### config.mk
export PLATFORM = sky130hd
export DESIGN_NAME = rename_stage_flat
export DESIGN_NICKNAME = d
export VERILOG_FILES = /design/src/design/ooo_pkg.sv /design/src/design/stage_if.sv /design/src/design/rename_stage.sv /design/src/flat_wrapper.sv
export SDC_FILE = /design/constraint.sdc
export NUM_CORES = 1
export LEC_CHECK = 0
export BUFFER_PORTS_ARGS = -buffer_cell sky130_fd_sc_hd__buf_2
export CORE_MARGIN = 8
export CORE_UTILIZATION = 32
export DETAILED_ROUTE_END_ITERATION = 10
export GPL_TIMING_DRIVEN = 0
export SYNTH_ARGS = -nofsm -noshare
export SYNTH_HDL_FRONTEND = slang
export SYNTH_SLANG_ARGS = --single-unit
### constraint.sdc
create_clock -name clk -period 3.4 [get_ports clk]
set_input_delay 0.17 -clock clk [delete_from_list [all_inputs] [get_ports clk]]
set_output_delay 0.17 -clock clk [all_outputs]
set_load 0.03 [all_outputs]
### src/design/ooo_pkg.sv
// shared constants, register index type and opcode encoding for the integer back end
package ooo_pkg;

	localparam int ARF_SIZE    = 32;	// architectural registers
	localparam int ZERO_REG    = 31;	// reads zero, never renamed
	localparam int IMM_W       = 8;		// literal operand, zero-extended
	localparam int MUL_LATENCY = 3;		// multiplier pipe depth

	typedef logic [4:0] arn_t;		// architectural register index

	typedef enum logic [2:0] {
		ALU_ADD,
		ALU_SUB,
		ALU_AND,
		ALU_OR,
		ALU_XOR,
		ALU_SLL,		// shift by low bits of opb
		ALU_MULQ		// low half of the product, goes to the multiplier
	} alu_op_e;

endpackage

### src/design/stage_if.sv
// valid/ready links between the rename, issue, execute and reorder stages
`timescale 1ns/1ps

interface rename_if import ooo_pkg::*; #(
	parameter int PRF_DEPTH = 48
) ();
	localparam int PRF_W = $clog2(PRF_DEPTH);

	logic				valid;
	logic				ready;
	alu_op_e			op;
	logic [PRF_W-1:0]	opa_prn;
	logic [PRF_W-1:0]	opb_prn;
	logic				opb_is_imm;		// opb comes from imm
	logic [IMM_W-1:0]	imm;
	arn_t				dest_arn;
	logic [PRF_W-1:0]	dest_prn;
	logic [PRF_W-1:0]	prev_prn;		// mapping that dest replaces
	logic				has_dest;		// dest is not the zero register

	modport source (output valid, op, opa_prn, opb_prn, opb_is_imm, imm, dest_arn,
		dest_prn, prev_prn, has_dest, input ready);
	modport sink (input valid, op, opa_prn, opb_prn, opb_is_imm, imm, dest_arn,
		dest_prn, prev_prn, has_dest, output ready);
endinterface


### src/design/rename_stage.sv
// register rename with map table, FIFO free list and the four-phase instruction handshake
`timescale 1ns/1ps

module rename_stage import ooo_pkg::*; #(
	parameter int PRF_DEPTH = 48
) (
	input  logic							clk,
	input  logic							arst_n,
	input  logic							inst_req,
	input  alu_op_e							inst_op,
	input  arn_t							inst_dest,
	input  arn_t							inst_opa,
	input  arn_t							inst_opb,
	input  logic							inst_opb_is_imm,
	input  logic [IMM_W-1:0]				inst_imm,
	output logic							inst_ack,
	rename_if.source						out,
	input  logic							free_valid,		// reclaimed by the ROB
	input  logic [$clog2(PRF_DEPTH)-1:0]	free_prn
);

	localparam int PRF_W    = $clog2(PRF_DEPTH);
	localparam int FL_DEPTH = PRF_DEPTH - ARF_SIZE;	// spare registers
	localparam int FL_W     = $clog2(FL_DEPTH);
	localparam int CNT_W    = $clog2(FL_DEPTH + 1);

	logic [PRF_W-1:0]	map_table [ARF_SIZE];
	logic [PRF_W-1:0]	fl_mem [FL_DEPTH];
	logic [FL_W-1:0]	fl_rd_ptr;
	logic [FL_W-1:0]	fl_wr_ptr;
	logic [CNT_W-1:0]	fl_count;
	logic				need_dest;
	logic				accept;
	logic				fl_pop;

	assign need_dest = inst_dest != arn_t'(ZERO_REG);
	assign accept    = inst_req && !inst_ack && (!out.valid || out.ready) &&
		(!need_dest || fl_count != '0);
	assign fl_pop    = accept && need_dest;

	always_ff @(posedge clk or negedge arst_n) begin
		if (!arst_n) begin
			for (int i = 0; i < ARF_SIZE; i++) begin
				map_table[i] <= PRF_W'(i);		// identity mapping
			end
		end else if (fl_pop) begin
			map_table[inst_dest] <= fl_mem[fl_rd_ptr];
		end
	end

	////////////////////////////////////////
	// free list
	always_ff @(posedge clk or negedge arst_n) begin
		if (!arst_n) begin
			for (int i = 0; i < FL_DEPTH; i++) begin
				fl_mem[i] <= PRF_W'(ARF_SIZE + i);	// spares start full
			end
			fl_rd_ptr <= '0;
			fl_wr_ptr <= '0;
			fl_count  <= CNT_W'(FL_DEPTH);
		end else begin
			if (free_valid) begin
				fl_mem[fl_wr_ptr] <= free_prn;
				fl_wr_ptr <= (fl_wr_ptr == FL_W'(FL_DEPTH - 1)) ? '0 : fl_wr_ptr + 1'b1;
			end
			if (fl_pop) begin
				fl_rd_ptr <= (fl_rd_ptr == FL_W'(FL_DEPTH - 1)) ? '0 : fl_rd_ptr + 1'b1;
			end
			fl_count <= fl_count + CNT_W'(free_valid) - CNT_W'(fl_pop);
		end
	end

	////////////////////////////////////////
	// handshake and output slot
	always_ff @(posedge clk or negedge arst_n) begin
		if (!arst_n) begin
			out.valid <= 1'b0;
			inst_ack  <= 1'b0;
		end else begin
			if (accept) begin
				out.valid <= 1'b1;
			end else if (out.ready) begin
				out.valid <= 1'b0;				// taken by issue
			end
			if (accept) begin
				inst_ack <= 1'b1;
			end else if (!inst_req) begin
				inst_ack <= 1'b0;				// req dropped so the cycle closes
			end
		end
	end

	always_ff @(posedge clk) begin
		if (accept) begin
			out.op         <= inst_op;
			out.opa_prn    <= map_table[inst_opa];
			out.opb_prn    <= map_table[inst_opb];
			out.opb_is_imm <= inst_opb_is_imm;
			out.imm        <= inst_imm;
			out.dest_arn   <= inst_dest;
			out.dest_prn   <= need_dest ? fl_mem[fl_rd_ptr] : map_table[inst_dest];
			out.prev_prn   <= map_table[inst_dest];		// freed when this commits
			out.has_dest   <= need_dest;
		end
	end

	// equal pointers mean empty unless the count says full
	a_fl_no_underflow: assert property (@(posedge clk) disable iff (!arst_n)
		fl_pop |-> fl_rd_ptr != fl_wr_ptr || fl_count == CNT_W'(FL_DEPTH))
		else $error("free list pop while empty");

endmodule

### src/flat_wrapper.sv
// flat-port wrapper written by rule: the top's interface ports become plain ports
module rename_stage_flat import ooo_pkg::*;
#(
	parameter int PRF_DEPTH = 48
)
  (clk, arst_n, inst_req, inst_op, inst_dest, inst_opa, inst_opb, inst_opb_is_imm, inst_imm, inst_ack, free_valid, free_prn, out_valid, out_op, out_opa_prn, out_opb_prn, out_opb_is_imm, out_imm, out_dest_arn, out_dest_prn, out_prev_prn, out_has_dest, out_ready);
  rename_if #(.PRF_DEPTH(PRF_DEPTH)) out_i ();
  input  logic clk;
  input  logic arst_n;
  input  logic inst_req;
  input  alu_op_e inst_op;
  input  arn_t inst_dest;
  input  arn_t inst_opa;
  input  arn_t inst_opb;
  input  logic inst_opb_is_imm;
  input  logic [IMM_W-1:0] inst_imm;
  output logic inst_ack;
  input  logic free_valid;
  input  logic [$clog2(PRF_DEPTH)-1:0] free_prn;
  output wire logic [$bits(out_i.valid)-1:0] out_valid;
  output wire logic [$bits(out_i.op)-1:0] out_op;
  output wire logic [$bits(out_i.opa_prn)-1:0] out_opa_prn;
  output wire logic [$bits(out_i.opb_prn)-1:0] out_opb_prn;
  output wire logic [$bits(out_i.opb_is_imm)-1:0] out_opb_is_imm;
  output wire logic [$bits(out_i.imm)-1:0] out_imm;
  output wire logic [$bits(out_i.dest_arn)-1:0] out_dest_arn;
  output wire logic [$bits(out_i.dest_prn)-1:0] out_dest_prn;
  output wire logic [$bits(out_i.prev_prn)-1:0] out_prev_prn;
  output wire logic [$bits(out_i.has_dest)-1:0] out_has_dest;
  input wire logic [$bits(out_i.ready)-1:0] out_ready;
  assign out_valid = out_i.valid;
  assign out_op = out_i.op;
  assign out_opa_prn = out_i.opa_prn;
  assign out_opb_prn = out_i.opb_prn;
  assign out_opb_is_imm = out_i.opb_is_imm;
  assign out_imm = out_i.imm;
  assign out_dest_arn = out_i.dest_arn;
  assign out_dest_prn = out_i.dest_prn;
  assign out_prev_prn = out_i.prev_prn;
  assign out_has_dest = out_i.has_dest;
  assign out_i.ready = out_ready;
  rename_stage #(.PRF_DEPTH(PRF_DEPTH)) u_core (.clk(clk), .arst_n(arst_n), .inst_req(inst_req), .inst_op(inst_op), .inst_dest(inst_dest), .inst_opa(inst_opa), .inst_opb(inst_opb), .inst_opb_is_imm(inst_opb_is_imm), .inst_imm(inst_imm), .inst_ack(inst_ack), .out(out_i), .free_valid(free_valid), .free_prn(free_prn));
endmodule
# Word level (Yosys, flattened, before mapping)
# Cells that the tools add are included.
# totals
ff_bits	345
latch_bits	0
mem_bits_rw	0
romBits	0
inputBits	38
elab_cells	120
mem_count	0
# op_classes
addsub	4
multipliers	0
n_div	0
order_cmp	7
n_eq_ne	4
shifts	0
n_mux	25
bitwise_logic	5
n_reduce_logical	13
# op_table
operator	count
bitwise mux 192 bit	1
bitwise mux 96 bit	1
binary-select mux 6 bit (select 5 bit)	3
two-way mux 6 bit	11
demux 6 bit (select 5 bit)	1
binary-select mux 6 bit (select 4 bit)	1
demux 6 bit (select 4 bit)	1
greater-or-equal comparator 6 bit (second input constant)	3
inverter 5 -> 6 bit	3
greater-or-equal comparator 5 bit (second input constant)	2
inverter 4 -> 5 bit	2
adder 4 x 1 -> 4 bit (second input constant)	2
== test 4 bit (second input constant)	2
two-way mux 4 bit	2
logical AND 1 bit	6
less-than comparator 6 x 1 -> 1 bit (second input constant)	1
adder 5 x 1 -> 5 bit	1
less-than comparator 5 x 1 -> 1 bit (second input constant)	1
!= test 5 bit (second input constant)	1
nonzero test 5 bit	1
subtractor 5 x 1 -> 5 bit	1
two-way mux 1 bit	4
zero test 1 bit	3
logical OR 1 bit	2
2 further kinds	2

# Depth between registers and ports, before layout
# depth
word_depth	6
ltp_mapped	15
mapped_depth_nobuf	13

# Worst setup path after synthesis
# No wires, ideal clock.
# synth_timing
path_kind	register to register
from	register u_core.fl_count[3]
to	register u_core.fl_count[4]
setup_time_ns	0.075
arrival_ns	2.819
path_slack_ns	0.506
path_stages_with_launch	16
n_path_buf	2
period_less_slack_ns	2.894
cell_sequence	dfrtp_1 inv_1 ha_1 or4b_1 nand3_2 buf_4 buf_6 nor2_1 ha_1 inv_1 ha_1 fa_1 a21oi_1 nor2_1 nor2_1 xnor2_1
# synth_via
elab_chain_len	5
elab_cells_between_ends	6
cone_classes	add/sub (2); reduce/logical (4)
# synth_lines
item	line	rtl
from (decl)	rename_stage.sv:31	logic [CNT_W-1:0] fl_count;
from (signal assigned)	rename_stage.sv:60	fl_count <= CNT_W'(FL_DEPTH);
from (signal assigned)	rename_stage.sv:69	fl_count <= fl_count + CNT_W'(free_valid) - CNT_W'(fl_pop);
nonzero test 5 bit	rename_stage.sv:38	(!need_dest || fl_count != '0);
logical OR 1 bit	rename_stage.sv:38	
logical AND 1 bit	rename_stage.sv:37	assign accept = inst_req && !inst_ack && (!out.valid || out.ready) &&
logical AND 1 bit	rename_stage.sv:39	assign fl_pop = accept && need_dest;
via u_core.fl_pop	rename_stage.sv:34	logic fl_pop;
subtractor 5 x 1 -> 5 bit	rename_stage.sv:69	
# The timed path passes the listed nets, and every way through them passes these cells.
# A chain may end at the register's enable or synchronous reset.

# Final worst setup path
# Ends and elaborated chain as after synthesis.

==> summary.txt <==
Status
  • Status: complete, no violations

Timing
  • Final Cycle Share: 0.944
  • Worst-Margin Slew: 1.15 ns
  • Final hold vios: 0
  • Slew headroom: 0.230
  • RSZ-0062 raised after global routing: false
  • Tmin final: 3.21 ns
  • Final Setup Violations: 0
  • Maximum clock rate: 0.312 GHz
  • Worst hold slack: 0.0341 ns
  • Worst clock skew: 0.0163 ns
  • Max Slew Vio Count: 0
  • Final WS setup: 0.190 ns

GRT
  • Most Crowded Layer GR: met2
  • All-layer global routing usage: 0.180
  • Grt met3 use: 0.0410
  • Met2 Use GR: 0.289
  • Initial antenna violation count: 0
  • Met1 usage: 0.236
  • Largest net degree at the start of global routing: 124
  • Vias in the first global route: 14.0k
  • First-pass GRT wire length: 92,300 µm
  • Grt ovf: 0

Power and ir drop
  • Pleak: 0.00906 µW
  • PD cells: 972 nW/µm²
  • Final Total Pwr: 21,500 µW
  • Max rail drop VDD: 0.560 mV

Synth
  • Yosys cell types: 72
  • Mapped Nets: 1,588
  • Sequential cell area fraction in the yosys report: 0.471
  • Top post-synthesis cells by area: dfrtp_1 (23%), dfstp_2 (18%), mux4_2 (12%), mux2i_1 (7.5%), mux2_2 (7.2%)
  • Ys Warns: 0
  • Main synth FF type: dfrtp_1
  • Dominant cell type by area after synthesis: dfrtp_1
  • Post-synth top cells: dfrtp_1 (174), mux2i_1 (144), dfstp_2 (129)
  • Mean area per synthesized cell: 12.4 µm²
  • Mapped Area: 19,100 µm²
  • Synthesized instance count: 1,538
  • Synth top area share: 0.228
  • Post-synth EDFFs: 42
  • #FFs+latches synth: 345
  • Post-synthesis async set-or-reset flop share: 0.878
  • Count leader, synth: dfrtp_1

Worst hold path
  • Hold WC Path Type: input pin to register

Place
  • Gpl congestion: 1.02
  • Post-DP HPWL: 46,000 µm
  • PortBufs: 75
  • Area after DPL: 20,500 µm²
  • DP Worst Slack: -0.402 ns

Die
  • Row count: 89
  • Die area: 67,800 µm²
  • Initial core utilization: 0.324
  • Chip width: 260 µm
  • Core Region: 59,000 µm²
  • DIE HEIGHT: 260 µm
  • Num ports: 82

Setup path
  • Arr. time, crit path: 3.69 ns
  • CP endpoint kind: register
  • Critical-path maximum fanout: 10
  • CP required: 3.88 ns
  • Kind of critical path: register to register
  • Startpoint Class: register

Routing
  • DRT antenna net count: 0
  • WL final: 61,800 µm
  • DR vias: 13.8k
  • Vias per cell: 5.52
  • DRT Pass-1 Iters: 5
  • Wirelength per Cell: 24.8 µm
  • Post-route DRC: 0
  • Initial DRC count: 1,366

Layout
  • Share of the core filled with cells: 0.376
  • Ant diodes: 0
  • Final instance area: 22,200 µm²
  • Synth-to-layout area growth: 15.9%
  • Final #Nets: 1,736
  • Layout cells sized above 1: 0.365

Clock tree
  • CTS tree: done
  • Longest Clk Path Bufs: 3
  • H-tree lvl count: 2
  • TritonCTS Buffers: 39
  • Clock Sinks: 345
  • Clk root buf: clkbuf_16
  • Worst skew pair latency: 0.56 ns
  • Clock Pin Slew Worst Setup and Hold Paths: 0.06 ns

Flow run
  • Max Cap Viol: 0
power breakdown:
part	switching, µW	internal (µW)
logic	5110	3970
registers	1500	6520
clock network	1770	2660
total	8390	13200
stage by stage:
| stage | instances | TNS, ns |
|---|---|---|
| final | 2490 | 0 |
| after CTS | 2485 | 0 |
| after global routing | 2490 | 0 |
| after global placement | 2386 | -821.75 |
| after floorplan | 1538 | 0 |
| after detailed placement | 2388 | -9.27 |
routing by layer:
metal  routed length, µm  share of wire  up-vias
met5                   0              0        -
met4                2340          0.038        0
met3                4800          0.078      130
met2               28700           0.46      593
met1               26000           0.42     7000
li1                    -              -     6028
cell usage in the layout, fill, tap and decap left out, drive strengths merged, types with 31 or more instances in the layout:
master  netlist  layout
nor3         31      31
inv          45      48
o21ai        64      64
mux4        110     110
o22ai        33      33
dfrtp       174     174
mux2i       149     149
mux2        123     123
clkbuf       58     115
nand2        80      80
buf          83     164
edfxtp       42      42
dfstp       129     129
a21oi       117     117
nor2        113     113
critical path, stage by stage (launching register included):
cell and delay (ns):
dfrtp_1 0.39, inv_1 0.09, ha_1 0.14, or4b_4 0.50, nand3_4 0.20, buf_6 0.22, nor2_1 0.12, ha_1 0.34
inv_1 0.04, ha_1 0.20, fa_1 0.44, a21oi_1 0.16, nor2_1 0.06, nor2_1 0.11, xnor2_1 0.13
registers in the layout (all words and copies together), names as in the netlist:
| signal | cells |
|---|---|
| u_core.out.opa_prn | 6 |
| u_core.out.dest_arn | 5 |
| u_core.out.has_dest | 1 |
| u_core.out.opb_is_imm | 1 |
| u_core.out.opb_prn | 6 |
| u_core.fl_wr_ptr | 4 |
| u_core.out.valid | 1 |
| u_core.fl_mem | 96 |
| u_core.out.dest_prn | 6 |
| u_core.fl_count | 5 |
| u_core.inst_ack | 1 |
| u_core.out.prev_prn | 6 |
| u_core.out.imm | 8 |
| u_core.out.op | 3 |
| u_core.fl_rd_ptr | 4 |
| u_core.map_table | 192 |
repair_timing:
item,in CTS,in global routing
endpoints found under the hold margin,115,0
resized for setup,2,1
endpoints found under the setup margin,1,44
hold buffers,26,0
gates cloned,0,0
setup buffers,0,5
layout make-up:
| cell class | count | area, µm² |
|---|---|---|
| fill | 5718 | 36900 |
| multi-input combinational | 1007 | 9060 |
| sequential | 345 | 9000 |
| clock buffer | 57 | 1070 |
| tap | 773 | 967 |
| buffer | 140 | 901 |
| timing repair buffer | 108 | 738 |
| clock inverter | 15 | 248 |
| inverter | 45 | 169 |
worst paths after layout:
| check | start | end | slack, ns | cells past startpoint |
|---|---|---|---|---|
| worst max register to register | u_core.fl_count[3] | u_core.fl_count[4] | 0.19 | 14 |
| min in group asynchronous | arst_n | u_core.map_table[93] | 0.19 | 2 |
| worst min register to register | u_core.map_table[4] | u_core.map_table[4] | 0.46 | 1 |
| worst min-delay path | free_prn[2] | u_core.fl_mem[20] | 0.03 | 2 |
| max in group asynchronous | arst_n | u_core.fl_wr_ptr[1] | 2.17 | 3 |
| worst max-delay path | u_core.fl_count[3] | u_core.fl_count[4] | 0.19 | 14 |
kinds of logic (layout without fill, tap and decap cells):
kind of cell	Yosys count	count (layout)	synth area share
buffers and inverters	186	365	0.0563
XOR/XNOR	6	6	0.00275
AO/OA/AOI/OAI	285	285	0.0959
flip-flops	345	345	0.471
multiplexers	382	382	0.284
adder cells (fa/ha/maj)	12	12	0.00824
AND/OR/NAND/NOR	322	322	0.0816
No activity file was read; power rests on OpenSTA's default activity.
