### config.mk
export PLATFORM = sky130hd
export DESIGN_NAME = reorder_buffer_flat
export DESIGN_NICKNAME = d
export VERILOG_FILES = /design/src/design/ooo_pkg.sv /design/src/design/stage_if.sv /design/src/design/reorder_buffer.sv /design/src/flat_wrapper.sv
export SDC_FILE = /design/constraint.sdc
export NUM_CORES = 1
export LEC_CHECK = 0
export BUFFER_PORTS_ARGS = -buffer_cell sky130_fd_sc_hd__buf_2
export CAP_MARGIN = 0
export CORE_ASPECT_RATIO = 1.25
export CORE_UTILIZATION = 51
export DETAILED_ROUTE_END_ITERATION = 12
export PLACE_DENSITY = 0.69
export SETUP_SLACK_MARGIN = 0.1
export SYNTH_ARGS = -nofsm -noshare
export SYNTH_HDL_FRONTEND = slang
export SYNTH_SLANG_ARGS = --single-unit
### constraint.sdc
create_clock -name clk -period 10.6 [get_ports clk]
set_input_delay 2.12 -clock clk [delete_from_list [all_inputs] [get_ports clk]]
set_output_delay 2.12 -clock clk [all_outputs]
set_load 0.01 [all_outputs]
### src/design/ooo_pkg.sv
// shared constants, register index type and opcode encoding for the integer back end
package ooo_pkg;

	localparam int ARF_SIZE    = 32;	// architectural registers
	localparam int ZERO_REG    = 31;	// reads zero, never renamed
	localparam int IMM_W       = 8;		// literal operand, zero-extended
	localparam int MUL_LATENCY = 3;		// multiplier pipe depth

	typedef logic [4:0] arn_t;		// architectural register index

	typedef enum logic [2:0] {
		ALU_ADD,
		ALU_SUB,
		ALU_AND,
		ALU_OR,
		ALU_XOR,
		ALU_SLL,		// shift by low bits of opb
		ALU_MULQ		// low half of the product, goes to the multiplier
	} alu_op_e;

endpackage

### src/design/stage_if.sv


interface rob_alloc_if import ooo_pkg::*; #(
	parameter int PRF_DEPTH = 48,
	parameter int ROB_DEPTH = 8
) ();
	logic							valid;
	logic							ready;		// a slot is free
	logic [$clog2(ROB_DEPTH)-1:0]	idx;		// tail slot, driven by the ROB
	arn_t							dest_arn;
	logic [$clog2(PRF_DEPTH)-1:0]	prev_prn;
	logic							has_dest;

	modport source (output valid, dest_arn, prev_prn, has_dest, input ready, idx);
	modport sink (input valid, dest_arn, prev_prn, has_dest, output ready, idx);
endinterface


// common data bus, no back-pressure
interface cdb_if #(
	parameter int DATA_W    = 64,
	parameter int PRF_DEPTH = 48,
	parameter int ROB_DEPTH = 8
) ();
	logic							valid;
	logic							wr_en;		// write the PRF as well
	logic [$clog2(PRF_DEPTH)-1:0]	prn;
	logic [$clog2(ROB_DEPTH)-1:0]	rob_idx;
	logic [DATA_W-1:0]				value;

	modport source (output valid, wr_en, prn, rob_idx, value);
	modport sink (input valid, wr_en, prn, rob_idx, value);
endinterface

### src/design/reorder_buffer.sv
// circular reorder buffer, completes from the bus and commits in program order
`timescale 1ns/1ps

module reorder_buffer import ooo_pkg::*; #(
	parameter int DATA_W    = 64,
	parameter int PRF_DEPTH = 48,
	parameter int ROB_DEPTH = 8
) (
	input  logic							clk,
	input  logic							arst_n,
	rob_alloc_if.sink						alloc,
	cdb_if.sink								cdb,
	output logic							free_valid,
	output logic [$clog2(PRF_DEPTH)-1:0]	free_prn,
	output logic							commit_valid,
	output arn_t							commit_dest,
	output logic [DATA_W-1:0]				commit_value
);

	localparam int PRF_W = $clog2(PRF_DEPTH);
	localparam int ROB_W = $clog2(ROB_DEPTH);

	logic [ROB_DEPTH-1:0]	busy;				// entry allocated
	logic [ROB_DEPTH-1:0]	done;				// result arrived
	logic [ROB_DEPTH-1:0]	has_dest;
	arn_t					dest_arn [ROB_DEPTH];
	logic [PRF_W-1:0]		prev_prn [ROB_DEPTH];
	logic [DATA_W-1:0]		value [ROB_DEPTH];
	logic [ROB_W-1:0]		head;
	logic [ROB_W-1:0]		tail;
	logic					do_alloc;
	logic					do_commit;

	assign alloc.ready = !busy[tail];			// full when tail meets a live entry
	assign alloc.idx   = tail;
	assign do_alloc    = alloc.valid && alloc.ready;
	assign do_commit   = busy[head] && done[head];

	always_ff @(posedge clk or negedge arst_n) begin
		if (!arst_n) begin
			busy         <= '0;
			done         <= '0;
			head         <= '0;
			tail         <= '0;
			commit_valid <= 1'b0;
			free_valid   <= 1'b0;
		end else begin
			if (do_alloc) begin
				busy[tail] <= 1'b1;
				done[tail] <= 1'b0;
				tail       <= tail + 1'b1;		// power-of-two wrap
			end
			if (cdb.valid) begin
				done[cdb.rob_idx] <= 1'b1;
			end
			if (do_commit) begin
				busy[head] <= 1'b0;
				head       <= head + 1'b1;
			end
			commit_valid <= do_commit;
			free_valid   <= do_commit && has_dest[head];	// zero-reg writes free nothing
		end
	end

	always_ff @(posedge clk) begin
		if (do_alloc) begin
			dest_arn[tail] <= alloc.dest_arn;
			prev_prn[tail] <= alloc.prev_prn;
			has_dest[tail] <= alloc.has_dest;
		end
		if (cdb.valid) begin
			value[cdb.rob_idx] <= cdb.value;
		end
		if (do_commit) begin
			commit_dest  <= dest_arn[head];
			commit_value <= value[head];
			free_prn     <= prev_prn[head];
		end
	end

	a_cdb_hits_live_entry: assert property (@(posedge clk) disable iff (!arst_n)
		cdb.valid |-> busy[cdb.rob_idx] && !done[cdb.rob_idx])
		else $error("bus result for an entry not waiting on it");

endmodule

### src/flat_wrapper.sv
// flat-port wrapper written by rule: the top's interface ports become plain ports
module reorder_buffer_flat import ooo_pkg::*;
#(
	parameter int DATA_W    = 64,
	parameter int PRF_DEPTH = 48,
	parameter int ROB_DEPTH = 8
)
  (clk, arst_n, free_valid, free_prn, commit_valid, commit_dest, commit_value, alloc_valid, alloc_dest_arn, alloc_prev_prn, alloc_has_dest, alloc_ready, alloc_idx, cdb_valid, cdb_wr_en, cdb_prn, cdb_rob_idx, cdb_value);
  rob_alloc_if #(.PRF_DEPTH(PRF_DEPTH), .ROB_DEPTH(ROB_DEPTH)) alloc_i ();
  cdb_if #(.DATA_W(DATA_W), .PRF_DEPTH(PRF_DEPTH), .ROB_DEPTH(ROB_DEPTH)) cdb_i ();
  input  logic clk;
  input  logic arst_n;
  output logic free_valid;
  output logic [$clog2(PRF_DEPTH)-1:0] free_prn;
  output logic commit_valid;
  output arn_t commit_dest;
  output logic [DATA_W-1:0] commit_value;
  input wire logic [$bits(alloc_i.valid)-1:0] alloc_valid;
  input wire logic [$bits(alloc_i.dest_arn)-1:0] alloc_dest_arn;
  input wire logic [$bits(alloc_i.prev_prn)-1:0] alloc_prev_prn;
  input wire logic [$bits(alloc_i.has_dest)-1:0] alloc_has_dest;
  output wire logic [$bits(alloc_i.ready)-1:0] alloc_ready;
  output wire logic [$bits(alloc_i.idx)-1:0] alloc_idx;
  input wire logic [$bits(cdb_i.valid)-1:0] cdb_valid;
  input wire logic [$bits(cdb_i.wr_en)-1:0] cdb_wr_en;
  input wire logic [$bits(cdb_i.prn)-1:0] cdb_prn;
  input wire logic [$bits(cdb_i.rob_idx)-1:0] cdb_rob_idx;
  input wire logic [$bits(cdb_i.value)-1:0] cdb_value;
  assign alloc_i.valid = alloc_valid;
  assign alloc_i.dest_arn = alloc_dest_arn;
  assign alloc_i.prev_prn = alloc_prev_prn;
  assign alloc_i.has_dest = alloc_has_dest;
  assign alloc_ready = alloc_i.ready;
  assign alloc_idx = alloc_i.idx;
  assign cdb_i.valid = cdb_valid;
  assign cdb_i.wr_en = cdb_wr_en;
  assign cdb_i.prn = cdb_prn;
  assign cdb_i.rob_idx = cdb_rob_idx;
  assign cdb_i.value = cdb_value;
  reorder_buffer #(.DATA_W(DATA_W), .PRF_DEPTH(PRF_DEPTH), .ROB_DEPTH(ROB_DEPTH)) u_core (.clk(clk), .arst_n(arst_n), .alloc(alloc_i), .cdb(cdb_i), .free_valid(free_valid), .free_prn(free_prn), .commit_valid(commit_valid), .commit_dest(commit_dest), .commit_value(commit_value));
endmodule
After elaboration in Yosys (flattened, before gate mapping)
Memories as Yosys holds them, arrays and structs flattened. A register that Yosys moved wholly into a read port is not among the register bits.
Index checks and enable logic that the tools add are counted.
Widths: inputs -> output; s select.
{ "totals": {"input_bits": 90, "ramBits": 600, "out_inout_bits": 81, "reg_bits": 32, "elab_cells": 54, "n_memories": 3} }
{ "memory_table": {"columns": ["memory", "depth", "word_bits", "read_ports", "rd_clocked_by_memory_dff", "write_ports", "line_no", "rtl"], "rows": [
  ["u_core.value", 8, 64, 1, 1, 1, "reorder_buffer.sv:28", "logic [DATA_W-1:0] value [ROB_DEPTH];"],
  ["u_core.prev_prn", 8, 6, 1, 1, 1, "reorder_buffer.sv:27", "logic [PRF_W-1:0] prev_prn [ROB_DEPTH];"],
  ["u_core.dest_arn", 8, 5, 1, 1, 1, "reorder_buffer.sv:26", "arn_t dest_arn [ROB_DEPTH];"]
]} }
{ "op_classes": {"n_reduce_logical": 7, "bitwise_logic": 6, "magnitude_cmp": 6, "add_sub_neg": 2, "mux": 23} }
{ "op_table": {"columns": ["cell", "n"], "rows": [
  ["$mux 8", 4],
  ["$and 8x8->8", 2],
  ["$not 8->8", 2],
  ["$or 8x8->8", 2],
  ["$bmux 1 s3", 4],
  ["$lt 3x4->1 const B", 3],
  ["$mux 1", 11],
  ["$demux 1 s3", 3],
  ["$ge 3x1->1 const B", 3],
  ["$bwmux 8", 1],
  ["$add 3x1->3 const B", 2],
  ["$logic_and 1x1->1", 6],
  ["$logic_not 1->1", 1]
]} }

Depth between registers and ports, before layout
{ "depth": {"word_depth": 9, "mapped_depth": 6, "ltp_nobuf": 4} }

Least setup slack after synthesis
Ideal clock, no wire load.
{ "synth_path": {"kind": "in2reg", "startpoint": "in cdb_rob_idx[0]", "endpoint": "mem u_core.value[0][0] (enable)", "arrival_time_ns": 6.720, "path_buffers": 0, "setup_ns": 0.567, "path_slack_ns": 3.313, "path_stages": 2, "path_cell_list": "nand2b_1 -> nor3_1"} }
{ "synth_lines": {"columns": ["element", "line_no", "rtl"], "rows": [
  ["start, declared", "flat_wrapper.sv:27", "input wire logic [$bits(cdb_i.rob_idx)-1:0] cdb_rob_idx;"],
  ["end, declared", "reorder_buffer.sv:28", null]
]} }
Straight into the memory's write port.

Worst setup path in the final report
{ "layout_path": {"startpoint": "reg u_core.head[1]", "endpoint": "reg u_core.head[1]"} }
{ "layout_via": {"elab_chain_len": 3, "elab_cells_between_ends": 6} }
{ "layout_lines": {"columns": ["element", "line_no", "rtl"], "rows": [
  ["start, declared", "reorder_buffer.sv:29", "logic [ROB_W-1:0] head;"],
  ["start signal, assigned", "reorder_buffer.sv:58", "head <= head + 1'b1;"],
  ["$bmux 1 s3", "reorder_buffer.sv:37", "assign do_commit = busy[head] && done[head];"],
  ["$mux 1 (not written as such)", "reorder_buffer.sv:37", null],
  ["$logic_and 1x1->1 *", "reorder_buffer.sv:37", null],
  ["net u_core.do_commit", "reorder_buffer.sv:32", "logic do_commit;"]
]} }
Mark *: on every way through the listed nets, which the timed path passes. The rest lies on a longest branch. The select of a mux whose other input is x is not followed.
A chain may end at the register's enable or synchronous reset.

==> impl_metrics.yaml <==
layout:
  layout_cells_sized_above_1_pct: 39.9
  synthToLayoutAreaGrowth_pct: 14.3
  fillCellCount: 3527
  layout.nets: 1378
  final_cell_count_no_fill: 1997
timing:
  tightest_slew_ns: 1.11
  finalSetupViolCount: 0
  unrepaired_setup_endpoints_after_global_routing: "no"
  max_freq_ghz: 0.198
  min_period_over_period_pct: 47.6
  setup-tns-final_ns: 0
  timing.slew.headroom_pct: 26.0
  timing_max_transition_violations_final: 0
  final.setup_skew_ns: 0.0166
  finalHoldViolCount: 0
  fin_ws_ns: 5.55
  post-route-min-period_ns: 5.05
worst_hold_path:
  worst_hold_path_type: "reg -> reg"
  timing.hold.worst_path_depth: 1
  hold_path_startpoint: "u_core.done[5]"
  worst_hold_path_ep: "u_core.done[5]"
floorplanning:
  initial_standard_cell_utilization_of_the_core_pct: 51.9
  rows: 92
  die_area_mm2: 0.0526
  die_height_um: 256
  fp.coreArea_mm2: 0.0508
  ios: 171
  fp.dieW_um: 205
clocking:
  cts-htree-levels: 3
  tritoncts.num_buffers: 67
  cts_post_setup_buffers_inserted: 0
  clock-sinks: 707
  max-clock-path-buffers: 3
  clk_root_buffer_cell: "sky130_fd_sc_hd__clkbuf_16"
  cts_tree: "done"
  cts_resized: 0
  insertion_delay_ns: 0.59
  cts.reportedPaths.clkPinSlew_ns: 0.05
  post_cts_hold_buffer_count: 0
worst_setup_path:
  cp_top_family: "buffers and inverters"
  timing.critical_path.fanout_max: 70
  reg2reg_setup_slack_ns: 5.55
  critical-path-top-cell-by-count: "sky130_fd_sc_hd__buf_4"
  critical_path_capture_point_type: "register"
  reg2regPathDepth: 7
  rr_startpoint: "u_core.head[1]"
  r2r_end: "u_core.head[1]"
  crit_path_top_delay_cell: "sky130_fd_sc_hd__dfrtp_4"
  arrival_ns: 5.51
  worst_path_largest_cell_delay_ns: 1.10
  cp_num_buf_inv: 3
  setup.worst_path.class: "reg -> reg"
  timing.critical_path.cells: "buf_4 > mux4_2 > mux2i_2 > nor3_4 > buf_4 > buf_4 > mux2_1"
  worst_ep_required_time_ns: 11.06
  critPathLaunchType: "register"
flow_run:
  max_cap_violations: 0
drt:
  drtAntennaViolNets: 0
  detailedRoute.firstPassIterationCount: 5
  post_drt_via_cell_ratio: 5.78
  drt_wl_total_um: 51300
  drtIter0Drc: 881
  vias: 11538
  avgRoutedWirePerCell_um: 25.7
  remaining_drc_errors: 0
synth:
  synthesis.area_mm2: 0.0263
  post-synth-top-area-fraction_pct: 77.9
  yosysWarnings: 0
  synth_top_cell_by_area: "sky130_fd_sc_hd__edfxtp_1"
  syn_inst: 1084
  netlist-cell-type-count: 41
  most_used_standard_cells_in_the_synthesized_netlist: "683 x sky130_fd_sc_hd__edfxtp_1, 154 x sky130_fd_sc_hd__mux4_2, 80 x sky130_fd_sc_hd__mux2_2, 27 x sky130_fd_sc_hd__clkbuf_1, 24 x sky130_fd_sc_hd__dfrtp_1"
  postSynthRegisterBits: 707
  synth_seq_area_share_pct: 80.1
  synth.most_common_cell: "sky130_fd_sc_hd__edfxtp_1"
  synth_top_flop_cell: "sky130_fd_sc_hd__edfxtp_1"
  ys_top_cells_by_area: "sky130_fd_sc_hd__edfxtp_1 78%, sky130_fd_sc_hd__mux4_2 13%, sky130_fd_sc_hd__mux2_2 3.4%"
  mappedNetlistNets: 1176
  ys_async_sr_fraction_pct: 3.39
  number_of_enable_flip_flop_cells_after_synthesis: 683
  synth_area_per_cell_um2: 24.3
placement:
  gp_congestion: 0.726
  port_buffers: 163
  post-place-ws_ns: 5.42
  numPlacedInstances: 1875
  dpl.hpwl_um: 26900
pwr:
  switching_share_pct: 27.6
  total_switching_power_mw: 2.25
  sequential_cell_fraction_of_total_power_pct: 46.8
  vdd_drop_max_mv: 0.203
  intPower_mw: 5.92
  clkPwrFrac_pct: 28.4
  totalPowerFinal_mw: 8.17
  power_frac_comb_pct: 24.8
  power.density_mw_per_mm2: 271
  power_leakage_nw: 9.93
global_route:
  grt_first_pass_wirelength_um: 76700
  gr-total-overflow: 0
  grt_max_degree: 71
  grt.total_usage_pct: 20.3
  first_global_vias: 12208
  initial_antenna_violation_count: 11
status:
  status: "completed"
## cells by family after synthesis
kind of cell | after synthesis | synth area share (%)
AO/OA/AOI/OAI | 19 | 0.584
XOR/XNOR | 4 | 0.133
adder cells (fa/ha/maj) | 2 | 0.0950
buffers and inverters | 63 | 1.03
flip-flops | 707 | 80.1
multiplexers | 241 | 16.9
AND/OR/NAND/NOR | 48 | 1.10
## through the flow
stage / instance area [um2] / utilization [%] / hold slack, ns
final: 30100 / 59.3 / 0.475
after global routing: 30100 / 59.3 / 0.496
after detailed placement: 28000 / 55.1 / 0.464
after CTS: 30100 / 59.3 / 0.476
after floorplan: 26300 / - / 0.444
after global placement: 28000 / 55.1 / 0.459
## sequential cells by signal, indices dropped and copies added (netlist names)
| signal | count |
|---|---|
| u_core.busy | 8 |
| u_core.head | 3 |
| u_core.value | 512 |
| u_core.alloc.idx | 3 |
| u_core.free_prn | 6 |
| u_core.commit_value | 64 |
| u_core.dest_arn | 40 |
| u_core.free_valid | 1 |
| u_core.has_dest | 8 |
| u_core.done | 8 |
| u_core.commit_valid | 1 |
| u_core.commit_dest | 5 |
| u_core.prev_prn | 48 |
## area by class of cell
type | instances | area, um2 | area share [%]
Multi-Input combinational cell | 314 | 5010 | 16.7
Inverter | 14 | 52.6 | 0.174
Clock buffer | 82 | 1840 | 6.10
Timing Repair Buffer | 182 | 958 | 3.18
Clock inverter | 33 | 289 | 0.960
Antenna cell | 7 | 17.5 | 0.0582
Sequential cell | 707 | 21100 | 70.1
Tap cell | 658 | 823 | 2.73
## power by group through the flow
stage	logic [mW]	registers, mW	clock network, mW
6_report	2.02	3.83	2.32
5_1_grt	2.19	3.87	2.47
4_1_cts	2.08	3.84	2.37
3_5_place_dp	2.07	3.89	0
3_3_place_gp	2.04	3.88	0
2_1_floorplan	1.47	3.81	0
## worst max-delay path by stage
stage                    from            endpoint  slack (ns)  depth (start not counted)
2_1_floorplan  cdb_rob_idx[0]  u_core.value[0][0]        3.31                          2
3_3_place_gp   u_core.head[1]      u_core.head[1]        5.46                          7
3_5_place_dp   u_core.head[1]      u_core.head[1]        5.42                          7
4_1_cts        u_core.head[1]      u_core.head[1]        5.41                          7
5_1_grt        u_core.head[1]      u_core.head[1]        5.25                          7
6_report       u_core.head[1]      u_core.head[1]        5.55                          7
## cells in the final DEF, fill, tap and decap left out, types with 4 or more instances in the layout
master / instances
sky130_fd_sc_hd__buf_2: 163
sky130_fd_sc_hd__clkinv_1: 12
sky130_fd_sc_hd__nand2b_1: 6
sky130_fd_sc_hd__edfxtp_1: 683
sky130_fd_sc_hd__nand2_1: 5
sky130_fd_sc_hd__diode_2: 7
sky130_fd_sc_hd__nor2_4: 6
sky130_fd_sc_hd__mux4_2: 154
sky130_fd_sc_hd__buf_4: 19
sky130_fd_sc_hd__clkbuf_1: 9
sky130_fd_sc_hd__clkinv_2: 12
sky130_fd_sc_hd__dfrtp_1: 21
sky130_fd_sc_hd__mux2_2: 80
sky130_fd_sc_hd__inv_1: 14
sky130_fd_sc_hd__nor2_1: 5
sky130_fd_sc_hd__nand4_1: 4
sky130_fd_sc_hd__a21o_1: 4
sky130_fd_sc_hd__o22ai_1: 5
sky130_fd_sc_hd__bufinv_16: 5
sky130_fd_sc_hd__clkbuf_16: 71
## routing by layer
layer | wire length [um] | vias to the layer above | global-route usage (%)
li1 | - | 4994 | -
met1 | 21100 | 6138 | 27.1
met2 | 26100 | 314 | 33.1
met3 | 2740 | 84 | 3.81
met4 | 1330 | 8 | 7.84
met5 | 39 | - | 0
No activity file was read; power rests on OpenSTA's default activity.
